### src/alu_macros.svh
`ifndef ALU_MACROS_SVH
`define ALU_MACROS_SVH

`define ALU_WIDTH 16
`define ALU_LANES 4
`define BUS_WIDTH 32
`define ADR_WIDTH 6

// Address fields above the ignored bits 1:0
`define LANE_MSB 5
`define LANE_LSB 4
`define REG_MSB  3
`define REG_LSB  2

`define SIGN_BIT 5   // Sign flag in CTRL word
`define OFL_BIT  16  // Flags above the result in RESULT word
`define ZERO_BIT 17
`define DONE_BIT 18

`endif

### src/aluPkg.sv
package aluPkg;

   // ALU opcodes
   typedef enum logic [4:0] {
      ADD  = 5'd0,
      SUB  = 5'd1,
      OR   = 5'd2,
      AND  = 5'd3,
      ROL  = 5'd4,
      SLL  = 5'd5,
      ROR  = 5'd6,
      SRA  = 5'd7,
      BTR  = 5'd11,
      SEQ  = 5'd12,
      SLT  = 5'd13,
      SLE  = 5'd14,
      SCO  = 5'd15,
      LBI  = 5'd19,
      SLBI = 5'd20
   } aluOp_t;

   typedef enum logic [1:0] {
      SH_ROL = 2'd0,
      SH_SLL = 2'd1,
      SH_ROR = 2'd2,
      SH_SRA = 2'd3
   } shiftMode_t;

   // Register index inside one lane
   typedef enum logic [1:0] {
      REG_A      = 2'd0,
      REG_B      = 2'd1,
      REG_CTRL   = 2'd2,
      REG_RESULT = 2'd3
   } laneReg_t;

endpackage

### src/aluLaneIf.sv
`timescale 1ns/1ps
`include "alu_macros.svh"

interface aluLaneIf import aluPkg::*; ();
   logic                  loadA;
   logic                  loadB;
   logic                  start;
   logic [`ALU_WIDTH-1:0] wdata;   // Broadcast write data
   aluOp_t                op;      // Stored CTRL fields
   logic                  sign;
   logic [`ALU_WIDTH-1:0] a;
   logic [`ALU_WIDTH-1:0] b;
   logic [`ALU_WIDTH-1:0] result;
   logic                  ofl;
   logic                  zero;
   logic                  done;

   modport dispatch (output loadA, loadB, start, wdata, op, sign);

   modport lane (input  loadA, loadB, start, wdata, op, sign,
                 output a, b, result, ofl, zero, done);

   modport collect (input a, b, op, sign, result, ofl, zero, done);
endinterface

### src/alu.sv
`timescale 1ns/1ps
`include "alu_macros.svh"

module alu import aluPkg::*; (
   input  logic [`ALU_WIDTH-1:0] a,
   input  logic [`ALU_WIDTH-1:0] b,
   input  aluOp_t                op,
   input  logic                  sign,
   output logic [`ALU_WIDTH-1:0] result,
   output logic                  ofl,
   output logic                  zero
);
   localparam int W = `ALU_WIDTH;

   logic [W-1:0] opA;
   logic [W-1:0] opB;
   logic         cin;
   logic [W-1:0] sum;
   logic         carry;
   logic         oflSigned;
   logic         oflUnsigned;
   logic         isSub;
   logic         isArith;
   logic         eq;
   logic         less;
   logic [W-1:0] shiftOut;

   // SUB is B minus A by swapping and inverting A
   assign isSub = (op == SUB);
   assign opA   = isSub ? b : a;
   assign opB   = isSub ? ~a : b;
   assign cin   = isSub;

   assign {carry, sum} = {1'b0, opA} + {1'b0, opB} + {{W{1'b0}}, cin};

   // Two like signs giving the other sign
   assign oflSigned = (opA[W-1] & opB[W-1] & ~sum[W-1]) |
                      (~opA[W-1] & ~opB[W-1] & sum[W-1]);
   assign oflUnsigned = isSub ? ~carry : carry;  // Borrow is missing carry
   assign isArith     = (op == ADD) || isSub;
   assign ofl         = isArith & (sign ? oflSigned : oflUnsigned);

   assign eq   = (a == b);
   assign less = sign ? ($signed(a) < $signed(b)) : (a < b);

   // Low two op bits give the shift mode for ROL..SRA
   shifter16 uShifter (
      .in     (a),
      .amount (b[3:0]),
      .mode   (shiftMode_t'(op[1:0])),
      .out    (shiftOut)
   );

   always_comb begin
      case (op)
         ADD, SUB:           result = sum;
         OR:                 result = opA | opB;
         AND:                result = opA & opB;
         ROL, SLL, ROR, SRA: result = shiftOut;
         BTR:                result = {<<{a}};
         SEQ:                result = {{(W-1){1'b0}}, eq};
         SLT:                result = {{(W-1){1'b0}}, less};
         SLE:                result = {{(W-1){1'b0}}, less | eq};
         SCO:                result = {{(W-1){1'b0}}, carry};  // Carry of A plus B
         LBI:                result = b;
         SLBI:               result = {a[7:0], 8'b0} | b;
         default:            result = '0;
      endcase
   end

   assign zero = (result == '0);

endmodule

### src/aluCluster.sv
`timescale 1ns/1ps
`include "alu_macros.svh"

module aluCluster import aluPkg::*; (
   input  logic                  clk,
   input  logic                  rstN,
   input  logic                  wbCyc,
   input  logic                  wbStb,
   input  logic                  wbWe,
   input  logic [`ADR_WIDTH-1:0] wbAdr,
   input  logic [`BUS_WIDTH-1:0] wbDatW,
   output logic [`BUS_WIDTH-1:0] wbDatR,
   output logic                  wbAck
);
   logic                         capture;
   logic [`LANE_MSB-`LANE_LSB:0] selLane;
   laneReg_t                     selReg;

   aluLaneIf laneIf [`ALU_LANES] ();

   wbDispatcher uDispatch (
      .clk     (clk),
      .rstN    (rstN),
      .wbCyc   (wbCyc),
      .wbStb   (wbStb),
      .wbWe    (wbWe),
      .wbAdr   (wbAdr),
      .wbDatW  (wbDatW),
      .wbAck   (wbAck),
      .lanes   (laneIf),
      .capture (capture),
      .selLane (selLane),
      .selReg  (selReg)
   );

   for (genvar i = 0; i < `ALU_LANES; i++) begin : gLane
      aluLane uLane (
         .clk    (clk),
         .rstN   (rstN),
         .laneIf (laneIf[i])
      );
   end

   resultCollector uCollect (
      .clk     (clk),
      .rstN    (rstN),
      .capture (capture),
      .selLane (selLane),
      .selReg  (selReg),
      .lanes   (laneIf),
      .wbDatR  (wbDatR)
   );

endmodule

### src/aluLane.sv
`timescale 1ns/1ps
`include "alu_macros.svh"

module aluLane (
   input logic    clk,
   input logic    rstN,
   aluLaneIf.lane laneIf
);
   logic [`ALU_WIDTH-1:0] aluResult;
   logic                  aluOfl;
   logic                  aluZero;
   logic                  pending;  // Result due at the next edge

   alu uAlu (
      .a      (laneIf.a),
      .b      (laneIf.b),
      .op     (laneIf.op),
      .sign   (laneIf.sign),
      .result (aluResult),
      .ofl    (aluOfl),
      .zero   (aluZero)
   );

   always_ff @(posedge clk or negedge rstN) begin
      if (!rstN) begin
         laneIf.a      <= '0;
         laneIf.b      <= '0;
         laneIf.result <= '0;
         laneIf.ofl    <= 1'b0;
         laneIf.zero   <= 1'b0;
         laneIf.done   <= 1'b0;
         pending       <= 1'b0;
      end else begin
         if (laneIf.loadA) laneIf.a <= laneIf.wdata;
         if (laneIf.loadB) laneIf.b <= laneIf.wdata;
         pending <= laneIf.start;
         if (laneIf.start) begin
            laneIf.done <= 1'b0;   // Cleared at the start edge
         end else if (pending) begin
            laneIf.result <= aluResult;
            laneIf.ofl    <= aluOfl;
            laneIf.zero   <= aluZero;
            laneIf.done   <= 1'b1;
         end
      end
   end

endmodule

### src/resultCollector.sv
`timescale 1ns/1ps
`include "alu_macros.svh"

module resultCollector import aluPkg::*; (
   input  logic                         clk,
   input  logic                         rstN,
   input  logic                         capture,
   input  logic [`LANE_MSB-`LANE_LSB:0] selLane,
   input  laneReg_t                     selReg,
   aluLaneIf.collect                    lanes [`ALU_LANES],
   output logic [`BUS_WIDTH-1:0]        wbDatR
);
   logic [`BUS_WIDTH-1:0] laneWord [`ALU_LANES];

   function automatic logic [`BUS_WIDTH-1:0] packWord(
      input laneReg_t              idx,
      input logic [`ALU_WIDTH-1:0] a,
      input logic [`ALU_WIDTH-1:0] b,
      input aluOp_t                op,
      input logic                  sign,
      input logic [`ALU_WIDTH-1:0] result,
      input logic                  ofl,
      input logic                  zero,
      input logic                  done
   );
      logic [`BUS_WIDTH-1:0] w;
      w = '0;
      case (idx)
         REG_A: w[`ALU_WIDTH-1:0] = a;
         REG_B: w[`ALU_WIDTH-1:0] = b;
         REG_CTRL: begin
            w[4:0]      = op;
            w[`SIGN_BIT] = sign;
         end
         default: begin
            w[`ALU_WIDTH-1:0] = result;
            w[`OFL_BIT]       = ofl;
            w[`ZERO_BIT]      = zero;
            w[`DONE_BIT]      = done;
         end
      endcase
      return w;
   endfunction

   for (genvar i = 0; i < `ALU_LANES; i++) begin : gPack
      assign laneWord[i] = packWord(selReg, lanes[i].a, lanes[i].b, lanes[i].op,
                                    lanes[i].sign, lanes[i].result, lanes[i].ofl,
                                    lanes[i].zero, lanes[i].done);
   end

   always_ff @(posedge clk or negedge rstN) begin
      if (!rstN)        wbDatR <= '0;
      else if (capture) wbDatR <= laneWord[selLane];  // Valid while ack is high
   end

endmodule

### src/shifter16.sv
`timescale 1ns/1ps
`include "alu_macros.svh"

module shifter16 import aluPkg::*; (
   input  logic [`ALU_WIDTH-1:0] in,
   input  logic [3:0]            amount,
   input  shiftMode_t            mode,
   output logic [`ALU_WIDTH-1:0] out
);
   localparam int W = `ALU_WIDTH;

   logic [W-1:0] v;
   int           n;

   // Stages of 1, 2, 4 and 8 enabled by one amount bit each
   always_comb begin
      v = in;
      n = 0;
      for (int k = 0; k < 4; k++) begin
         if (amount[k]) begin
            n = 1 << k;
            case (mode)
               SH_ROL:  v = (v << n) | (v >> (W - n));
               SH_SLL:  v = v << n;              // Zero fill
               SH_ROR:  v = (v >> n) | (v << (W - n));
               default: v = $signed(v) >>> n;   // SRA copies sign bit
            endcase
         end
      end
      out = v;
   end

endmodule

### src/wbDispatcher.sv
`timescale 1ns/1ps
`include "alu_macros.svh"

module wbDispatcher import aluPkg::*; (
   input  logic                           clk,
   input  logic                           rstN,
   input  logic                           wbCyc,
   input  logic                           wbStb,
   input  logic                           wbWe,
   input  logic [`ADR_WIDTH-1:0]          wbAdr,
   input  logic [`BUS_WIDTH-1:0]          wbDatW,
   output logic                           wbAck,
   aluLaneIf.dispatch                     lanes [`ALU_LANES],
   output logic                           capture,
   output logic [`LANE_MSB-`LANE_LSB:0]   selLane,
   output laneReg_t                       selReg
);
   localparam int LaneW = `LANE_MSB - `LANE_LSB + 1;

   logic req;
   logic wrReq;

   // New request only while ack is low
   assign req     = wbCyc & wbStb & ~wbAck;
   assign wrReq   = req & wbWe;
   assign capture = req & ~wbWe;
   assign selLane = wbAdr[`LANE_MSB:`LANE_LSB];
   assign selReg  = laneReg_t'(wbAdr[`REG_MSB:`REG_LSB]);

   always_ff @(posedge clk or negedge rstN) begin
      if (!rstN) wbAck <= 1'b0;
      else       wbAck <= req;
   end

   for (genvar i = 0; i < `ALU_LANES; i++) begin : gLane
      logic   hit;
      logic   ctrlWr;
      aluOp_t opReg;
      logic   signReg;

      assign hit    = wrReq && (selLane == LaneW'(i));
      assign ctrlWr = hit && (selReg == REG_CTRL);

      assign lanes[i].loadA = hit && (selReg == REG_A);
      assign lanes[i].loadB = hit && (selReg == REG_B);
      assign lanes[i].start = ctrlWr;
      assign lanes[i].wdata = wbDatW[`ALU_WIDTH-1:0];
      assign lanes[i].op    = opReg;
      assign lanes[i].sign  = signReg;

      // CTRL fields kept here for the lane's ALU and readback
      always_ff @(posedge clk or negedge rstN) begin
         if (!rstN) begin
            opReg   <= ADD;
            signReg <= 1'b0;
         end else if (ctrlWr) begin
            opReg   <= aluOp_t'(wbDatW[4:0]);
            signReg <= wbDatW[`SIGN_BIT];
         end
      end
   end

endmodule
### config.mk
export PLATFORM = sky130hd
export DESIGN_NAME = aluCluster
export DESIGN_NICKNAME = d
export VERILOG_FILES = /design/src/aluPkg.sv /design/src/aluLaneIf.sv /design/src/alu.sv /design/src/aluCluster.sv /design/src/aluLane.sv /design/src/resultCollector.sv /design/src/shifter16.sv /design/src/wbDispatcher.sv
export VERILOG_INCLUDE_DIRS = /design/src
export SDC_FILE = /design/constraint.sdc
export NUM_CORES = 1
export LEC_CHECK = 0
export ABC_CLOCK_PERIOD_IN_PS = 5000
export CORE_ASPECT_RATIO = 0.9
export CORE_UTILIZATION = 25
export DETAILED_ROUTE_END_ITERATION = 10
export DONT_BUFFER_PORTS = 1
export GPL_ROUTABILITY_DRIVEN = 0
export PLACE_DENSITY_LB_ADDON = 0.05
export SETUP_SLACK_MARGIN = 0.4
export SYNTH_ARGS = -nofsm -noshare
export SYNTH_HDL_FRONTEND = slang
export SYNTH_SLANG_ARGS = --single-unit
### constraint.sdc
create_clock -name clk -period 5 [get_ports clk]
set_input_delay 1 -clock clk [delete_from_list [all_inputs] [get_ports clk]]
set_output_delay 1 -clock clk [all_outputs]
set_load 0.01 [all_outputs]
==> results of run 1 <==
-- flip-flops by register name (all words and copies together) (netlist names) --
name and flops:
gLane.uLane.pending 4, gLane.uLane.laneIf.ofl 4, gLane.uLane.laneIf.result 64, uDispatch.lanes.sign 4
gLane.uLane.laneIf.a 64, gLane.uLane.laneIf.b 64, gLane.uLane.laneIf.zero 4, uDispatch.wbAck 1
gLane.uLane.laneIf.done 4, uDispatch.lanes.op 20, uCollect.wbDatR 19
-- synth_stat cells (all sizes together) (45+ instances only) --
master	instances	area [um2]
dfrtp	252	6310
a21oi	229	1150
mux2i	176	1760
mux2	134	1510
inv	226	848
nand2b	56	350
nor2b	46	288
a221oi	45	394
o211ai	48	360
clkbuf	242	912
nor3	81	405
nor2	289	1080
buf	89	467
mux4	58	1310
ha	184	2300
a21o	75	563
a211oi	100	756
nand2	366	1370
o21ai	296	1480
nand3	78	390
-- area by class of cell --
class | instances | area [um2] | share of cell area
multi-input combinational | 2886 | 20700 | 0.641
sequential | 252 | 6320 | 0.195
tap | 1500 | 1880 | 0.0581
timing repair buffer | 163 | 1270 | 0.0393
clock buffer | 56 | 1140 | 0.0353
inverter | 227 | 852 | 0.0264
clock inverter | 14 | 144 | 0.00445
-- routing by layer --
| metal | vias up | wire, um | global-route usage |
|---|---|---|---|
| met1 | 14800 | 69800 | 0.354 |
| met5 | - | 0 | 0 |
| met4 | 0 | 3160 | 0.0516 |
| met3 | 191 | 8930 | 0.0387 |
| li1 | 13300 | - | - |
| met2 | 1108 | 62900 | 0.365 |
-- cell families (layout without fill, tap and decap cells) --
kind of cell	Yosys count	after routing	synth area share
simple gates	1110	1110	0.183
xor+xnor	38	38	0.0115
compound gates	1169	1169	0.270
fa+ha+maj	188	188	0.0823
mux	368	368	0.158
flops	252	252	0.218
buf+inv	558	460	0.0771
other cells	1	13	0.000130
-- per-stage QoR --
stage                     cells  hold slack (ns)
final                      5098            0.108
after global placement     5022            0.461
after global routing       5098           0.0775
after CTS                  5094           0.0738
after floorplan            3696            0.438
after detailed placement   5022            0.466
-- report_power, final --
group / internal, mW / switching [mW] / total [mW]
Sequential: 2.35 / 0.562 / 2.91
Clock: 1.69 / 1.18 / 2.88
Combinational: 2.99 / 5.00 / 7.99
-- path summary, 6_finish.rpt --
check | slack (ns) | endpoint | cells after the start
hold / removal | 0.11 | gLane[1].uLane.laneIf.result[3]$_DFFE_PN0P_ | 0
max in group asynchronous | 4.44 | gLane[2].uLane.laneIf.a[1]$_DFFE_PN0P_ | 0
setup / recovery | 0.44 | gLane[0].uLane.laneIf.zero$_DFFE_PN0P_ | 14
min in group clk | 0.48 | gLane[2].uLane.laneIf.result[8]$_DFFE_PN0P_ | 2
hold reg to reg | 0.48 | gLane[2].uLane.laneIf.result[8]$_DFFE_PN0P_ | 2
setup reg to reg | 0.44 | gLane[0].uLane.laneIf.zero$_DFFE_PN0P_ | 14
-- what timing repair did --
action / CTS / global route
endpoints found under the setup margin: 5 / 8
cloned: 0 / 1
setup buffers: 2 / 3
pin swaps: 1 / 5
resized for setup: 10 / 27
==> metrics.yaml, run 1 <==
yosysWarnings: 0
holdCritPathClass: "in -> async"
grt_pass1_wl_um: 210000
worst-setup-path-type: "reg -> reg"
crit_path_top_delay_cell: "o41ai_4"
cts_root_buffer: "clkbuf_16"
hold_viol: 0
overflow: 0
cp_top_family: "simple AND/OR/NAND/NOR gates"
cp.arrival_ns: 5.08
synth_cells: 3684
rows: 118
drt_iter0_drc: 3531
tightest_slew_ns: 1.13
fillers: 12500
drive_gt1_frac: 0.140
p_per_area_nw_per_um2: 426
routed_wl_um: 145000
dr.pass1.iters: 6
fin_nets: 3799
clkLatencyLatePin_ns: 0.61
rsz0062_at_grt: "yes"
status: "complete, no violations"
vias: 29500
timing.rr.start: "uDispatch.lanes[0].op[2]$_DFFE_PN0P_"
ys.flop_type: "dfrtp_1"
clock_skew_ns: 0.0153
min_period_ns: 4.56
htreeDepth: 2
critPathRequiredTime_ns: 5.52
crit_chain: "or3_4, nor2_4, buf_4, mux2_2, ha_1, inv_1, o41ai_4, and2_1, o2111ai_1, a211oi_2, nand4_1, or4_4, or4_1, o31ai_2"
drc: 0
utilization: 0.281
yosysSeqAreaShare: 0.218
ant_nets: 0
mostFrequentLayoutCells: "nand2_1 (364), o21ai_0 (293), nor2_1 (284), dfrtp_1 (244), inv_1 (226)"
hpwl_um: 104000
ctsHoldBuffers: 0
start_kind: "register"
wl_per_cell_um: 28.4
dpl_worst_slack_ns: 0.118
coreArea_um2: 115000
max_cap_violations: 0
place_area_um2: 30800
drt-vias-per-instance: 5.78
port-buffer-count: 0
worstPathMaxFanout: 4
relSlewSlack: 0.246
die_x_um: 361
period_share: 0.911
slew_viol_final: 0
layout_setup_ws_ns: 0.444
num_antenna_cells: 0
cts_buffers: 38
async_flop_share: 1.00
end_kind: "register"
finalSetupViolCount: 0
antenna_found_initial: 7
clockBufferDepth: 3
track_usage: 0.240
critPathMaxStageDelay_ns: 0.48
synth-edff-count: 0
ys_ff_latch: 252
grt_max_degree: 253
ir_drop_mv: 0.194
finalSetupTns_ns: 0
synth_area_per_cell_um2: 7.86
synthesis.area_um2: 28900
die_area_um2: 117000
power_mw: 13.8
fin_area_um2: 32300
max_freq_mhz: 220
num_io_pins: 76
synth_cell_types: 94
crit_buf_inv: 2
fp.dieH_um: 325
syn_to_final_growth_pct: 11.6
p_leak_nw: 14.5
cts_tree: "built"
critPathLaunch: "uDispatch.lanes[0].op[2]$_DFFE_PN0P_"
grt_pass1_vias: 28200
cts_sinks: 252
initial_utilization: 0.252
final_common_cell: "nand2_1"
path_clk_slew_ns: 0.06
No activity file was read; power rests on OpenSTA's default activity.
==> run 2, diff against run 1 <==
Settings changed: CORE_MARGIN set to 5, SKIP_CTS_REPAIR_TIMING set to 1.
==> run 2 against run 1 <==
Power is 0.62% higher. Setup slack better by 0.095 ns. Clock skew is 0.0072 ns higher. Final cell count is 0.26% higher. Clock power is 1% higher. Critical path depth stayed put. First-iteration DRC count is 24% lower. Largest power group unchanged.
==> metrics.yaml, run 2 (same netlist as run 1, synthesis figures left out) <==
port-buffer-count: 0
drive_gt1_frac: 0.143
slew_viol_final: 0
dp.cells: 5033
crit_buf_inv: 1
fp.dieH_um: 333
hold_viol: 0
rrSetupSlack_ns: 0.54
overflow: 0
clock_skew_ns: 0.0225
utilization: 0.282
r2r_cells: 14
wl_per_cell_um: 28.5
relSlewSlack: 0.290
vias: 28700
start_kind: "register"
crit_top_cell: "o31ai_2"
grt_max_degree: 253
path_depth: 14
max_cap_violations: 0
path_clk_slew_ns: 0.06
power_mw: 13.9
final_common_cell: "nand2_1"
top_layer: "met4"
cp_top_family: "simple AND/OR/NAND/NOR gates"
die_x_um: 369
dpl_worst_slack_ns: 0.113
syn_to_final_growth_pct: 12.1
crit_chain: "or3_4, nor2_4, buf_12, mux2_2, ha_1, o21a_1, o31ai_2, a211oi_2, nor3_1, xnor2_1, a221o_1, or4_4, or4_1, o31ai_2"
cts_sinks: 252
clkLatencyLatePin_ns: 0.61
p_per_area_nw_per_um2: 427
dr_wl_met3_um: 7620
period_share: 0.892
status: "complete, no violations"
critPathMaxStageDelay_ns: 0.57
grt_pass1_vias: 27700
max_freq_mhz: 224
p_leak_nw: 14.5
ant_nets: 0
tightest_slew_ns: 1.07
reg.largest.list: "gLane.uLane.laneIf.a: 64 flops, gLane.uLane.laneIf.b: 64 flops, gLane.uLane.laneIf.result: 64 flops"
rows: 118
min_period_ns: 4.46
rsz0062_at_grt: "no"
drc: 0
num_io_pins: 76
coreArea_um2: 115000
met2WireLength_um: 62900
end_kind: "register"
critPathRequiredTime_ns: 5.52
hpwl_um: 105000
reg2reg_to: "gLane[0].uLane.laneIf.zero$_DFFE_PN0P_"
antenna_found_initial: 9
mostFrequentLayoutCells: "nand2_1 (364), o21ai_0 (291), nor2_1 (284), dfrtp_1 (244), inv_1 (226)"
grt_pass1_wl_um: 210000
holdCritPathClass: "in -> async"
finalSetupViolCount: 0
crit_path_top_delay_cell: "or4_4"
die_area_um2: 123000
timing.rr.start: "uDispatch.lanes[0].op[2]$_DFFE_PN0P_"
wirelength_met1_um: 72700
cts_buffers: 38
drt_iter0_drc: 2682
htreeDepth: 2
finalSetupTns_ns: 0
fin_cells: 5111
dr.pass1.iters: 6
initial_utilization: 0.252
worst-setup-path-type: "reg -> reg"
worstPathMaxFanout: 20
fin_nets: 3812
cts_tree: "built"
clockBufferDepth: 3
layout_setup_ws_ns: 0.539
routed_wl_um: 146000
cts_root_buffer: "clkbuf_16"
drt-vias-per-instance: 5.61
cp.arrival_ns: 4.98
track_usage: 0.229
ir_drop_mv: 0.216
-- run 2: changes by cell type in the layout (fill, tap and decap cells not counted), moves of 3 or more --
cell,delta
clkinv_2,-3
clkinvlp_4,+3
buf_12,+4
buf_4,+10
-- run 2: power by group --
group / total, mW / internal [mW] / switching, mW / leakage, nW
registers: 2.84 / 2.35 / 0.488 / 3.11
clock network: 2.92 / 1.73 / 1.20 / 0.618
logic: 8.10 / 3.02 / 5.08 / 10.8
total: 13.9 / 7.10 / 6.77 / 14.5
-- run 2: worst max path at each step --
stage,end,slack [ns],startpoint
floorplan,gLane[1].uLane.laneIf.result[15]$_DFFE_PN0P_,0.41,uDispatch.lanes[1].op[1]$_DFFE_PN0P_
detailed placement,gLane[1].uLane.laneIf.result[15]$_DFFE_PN0P_,0.11,uDispatch.lanes[1].op[3]$_DFFE_PN0P_
CTS,gLane[1].uLane.laneIf.result[15]$_DFFE_PN0P_,0.08,uDispatch.lanes[1].op[3]$_DFFE_PN0P_
global route,gLane[0].uLane.laneIf.zero$_DFFE_PN0P_,0.39,uDispatch.lanes[0].op[2]$_DFFE_PN0P_
finish,gLane[0].uLane.laneIf.zero$_DFFE_PN0P_,0.54,uDispatch.lanes[0].op[2]$_DFFE_PN0P_
global placement,gLane[1].uLane.laneIf.result[15]$_DFFE_PN0P_,0.13,uDispatch.lanes[1].op[3]$_DFFE_PN0P_
-- run 2: layout make-up --
| class | count | area (um2) |
|---|---|---|
| Timing Repair Buffer | 176 | 1410 |
| Clock buffer | 54 | 1120 |
| Inverter | 227 | 852 |
| Tap cell | 1500 | 1880 |
| Fill cell | 12400 | 82600 |
| Sequential cell | 252 | 6320 |
| Multi-Input combinational cell | 2886 | 20700 |
| Antenna cell | 2 | 5.00 |
| Clock inverter | 14 | 173 |
-- run 2: metal layers --
layer / vias to the layer above / GRT usage
met1: 14400 / 0.347
li1: 13400 / -
met5: - / 0
met4: 0 / 0.0394
met2: 797 / 0.348
met3: 123 / 0.0317
-- run 2: stage by stage --
stage / hold WS (ns) / cell area, um2
CTS: 0.0472 / 32200
finish: 0.0902 / 32500
detailed placement: 0.467 / 30900
floorplan: 0.438 / 29000
global placement: 0.462 / 30900
global route: 0.0524 / 32500
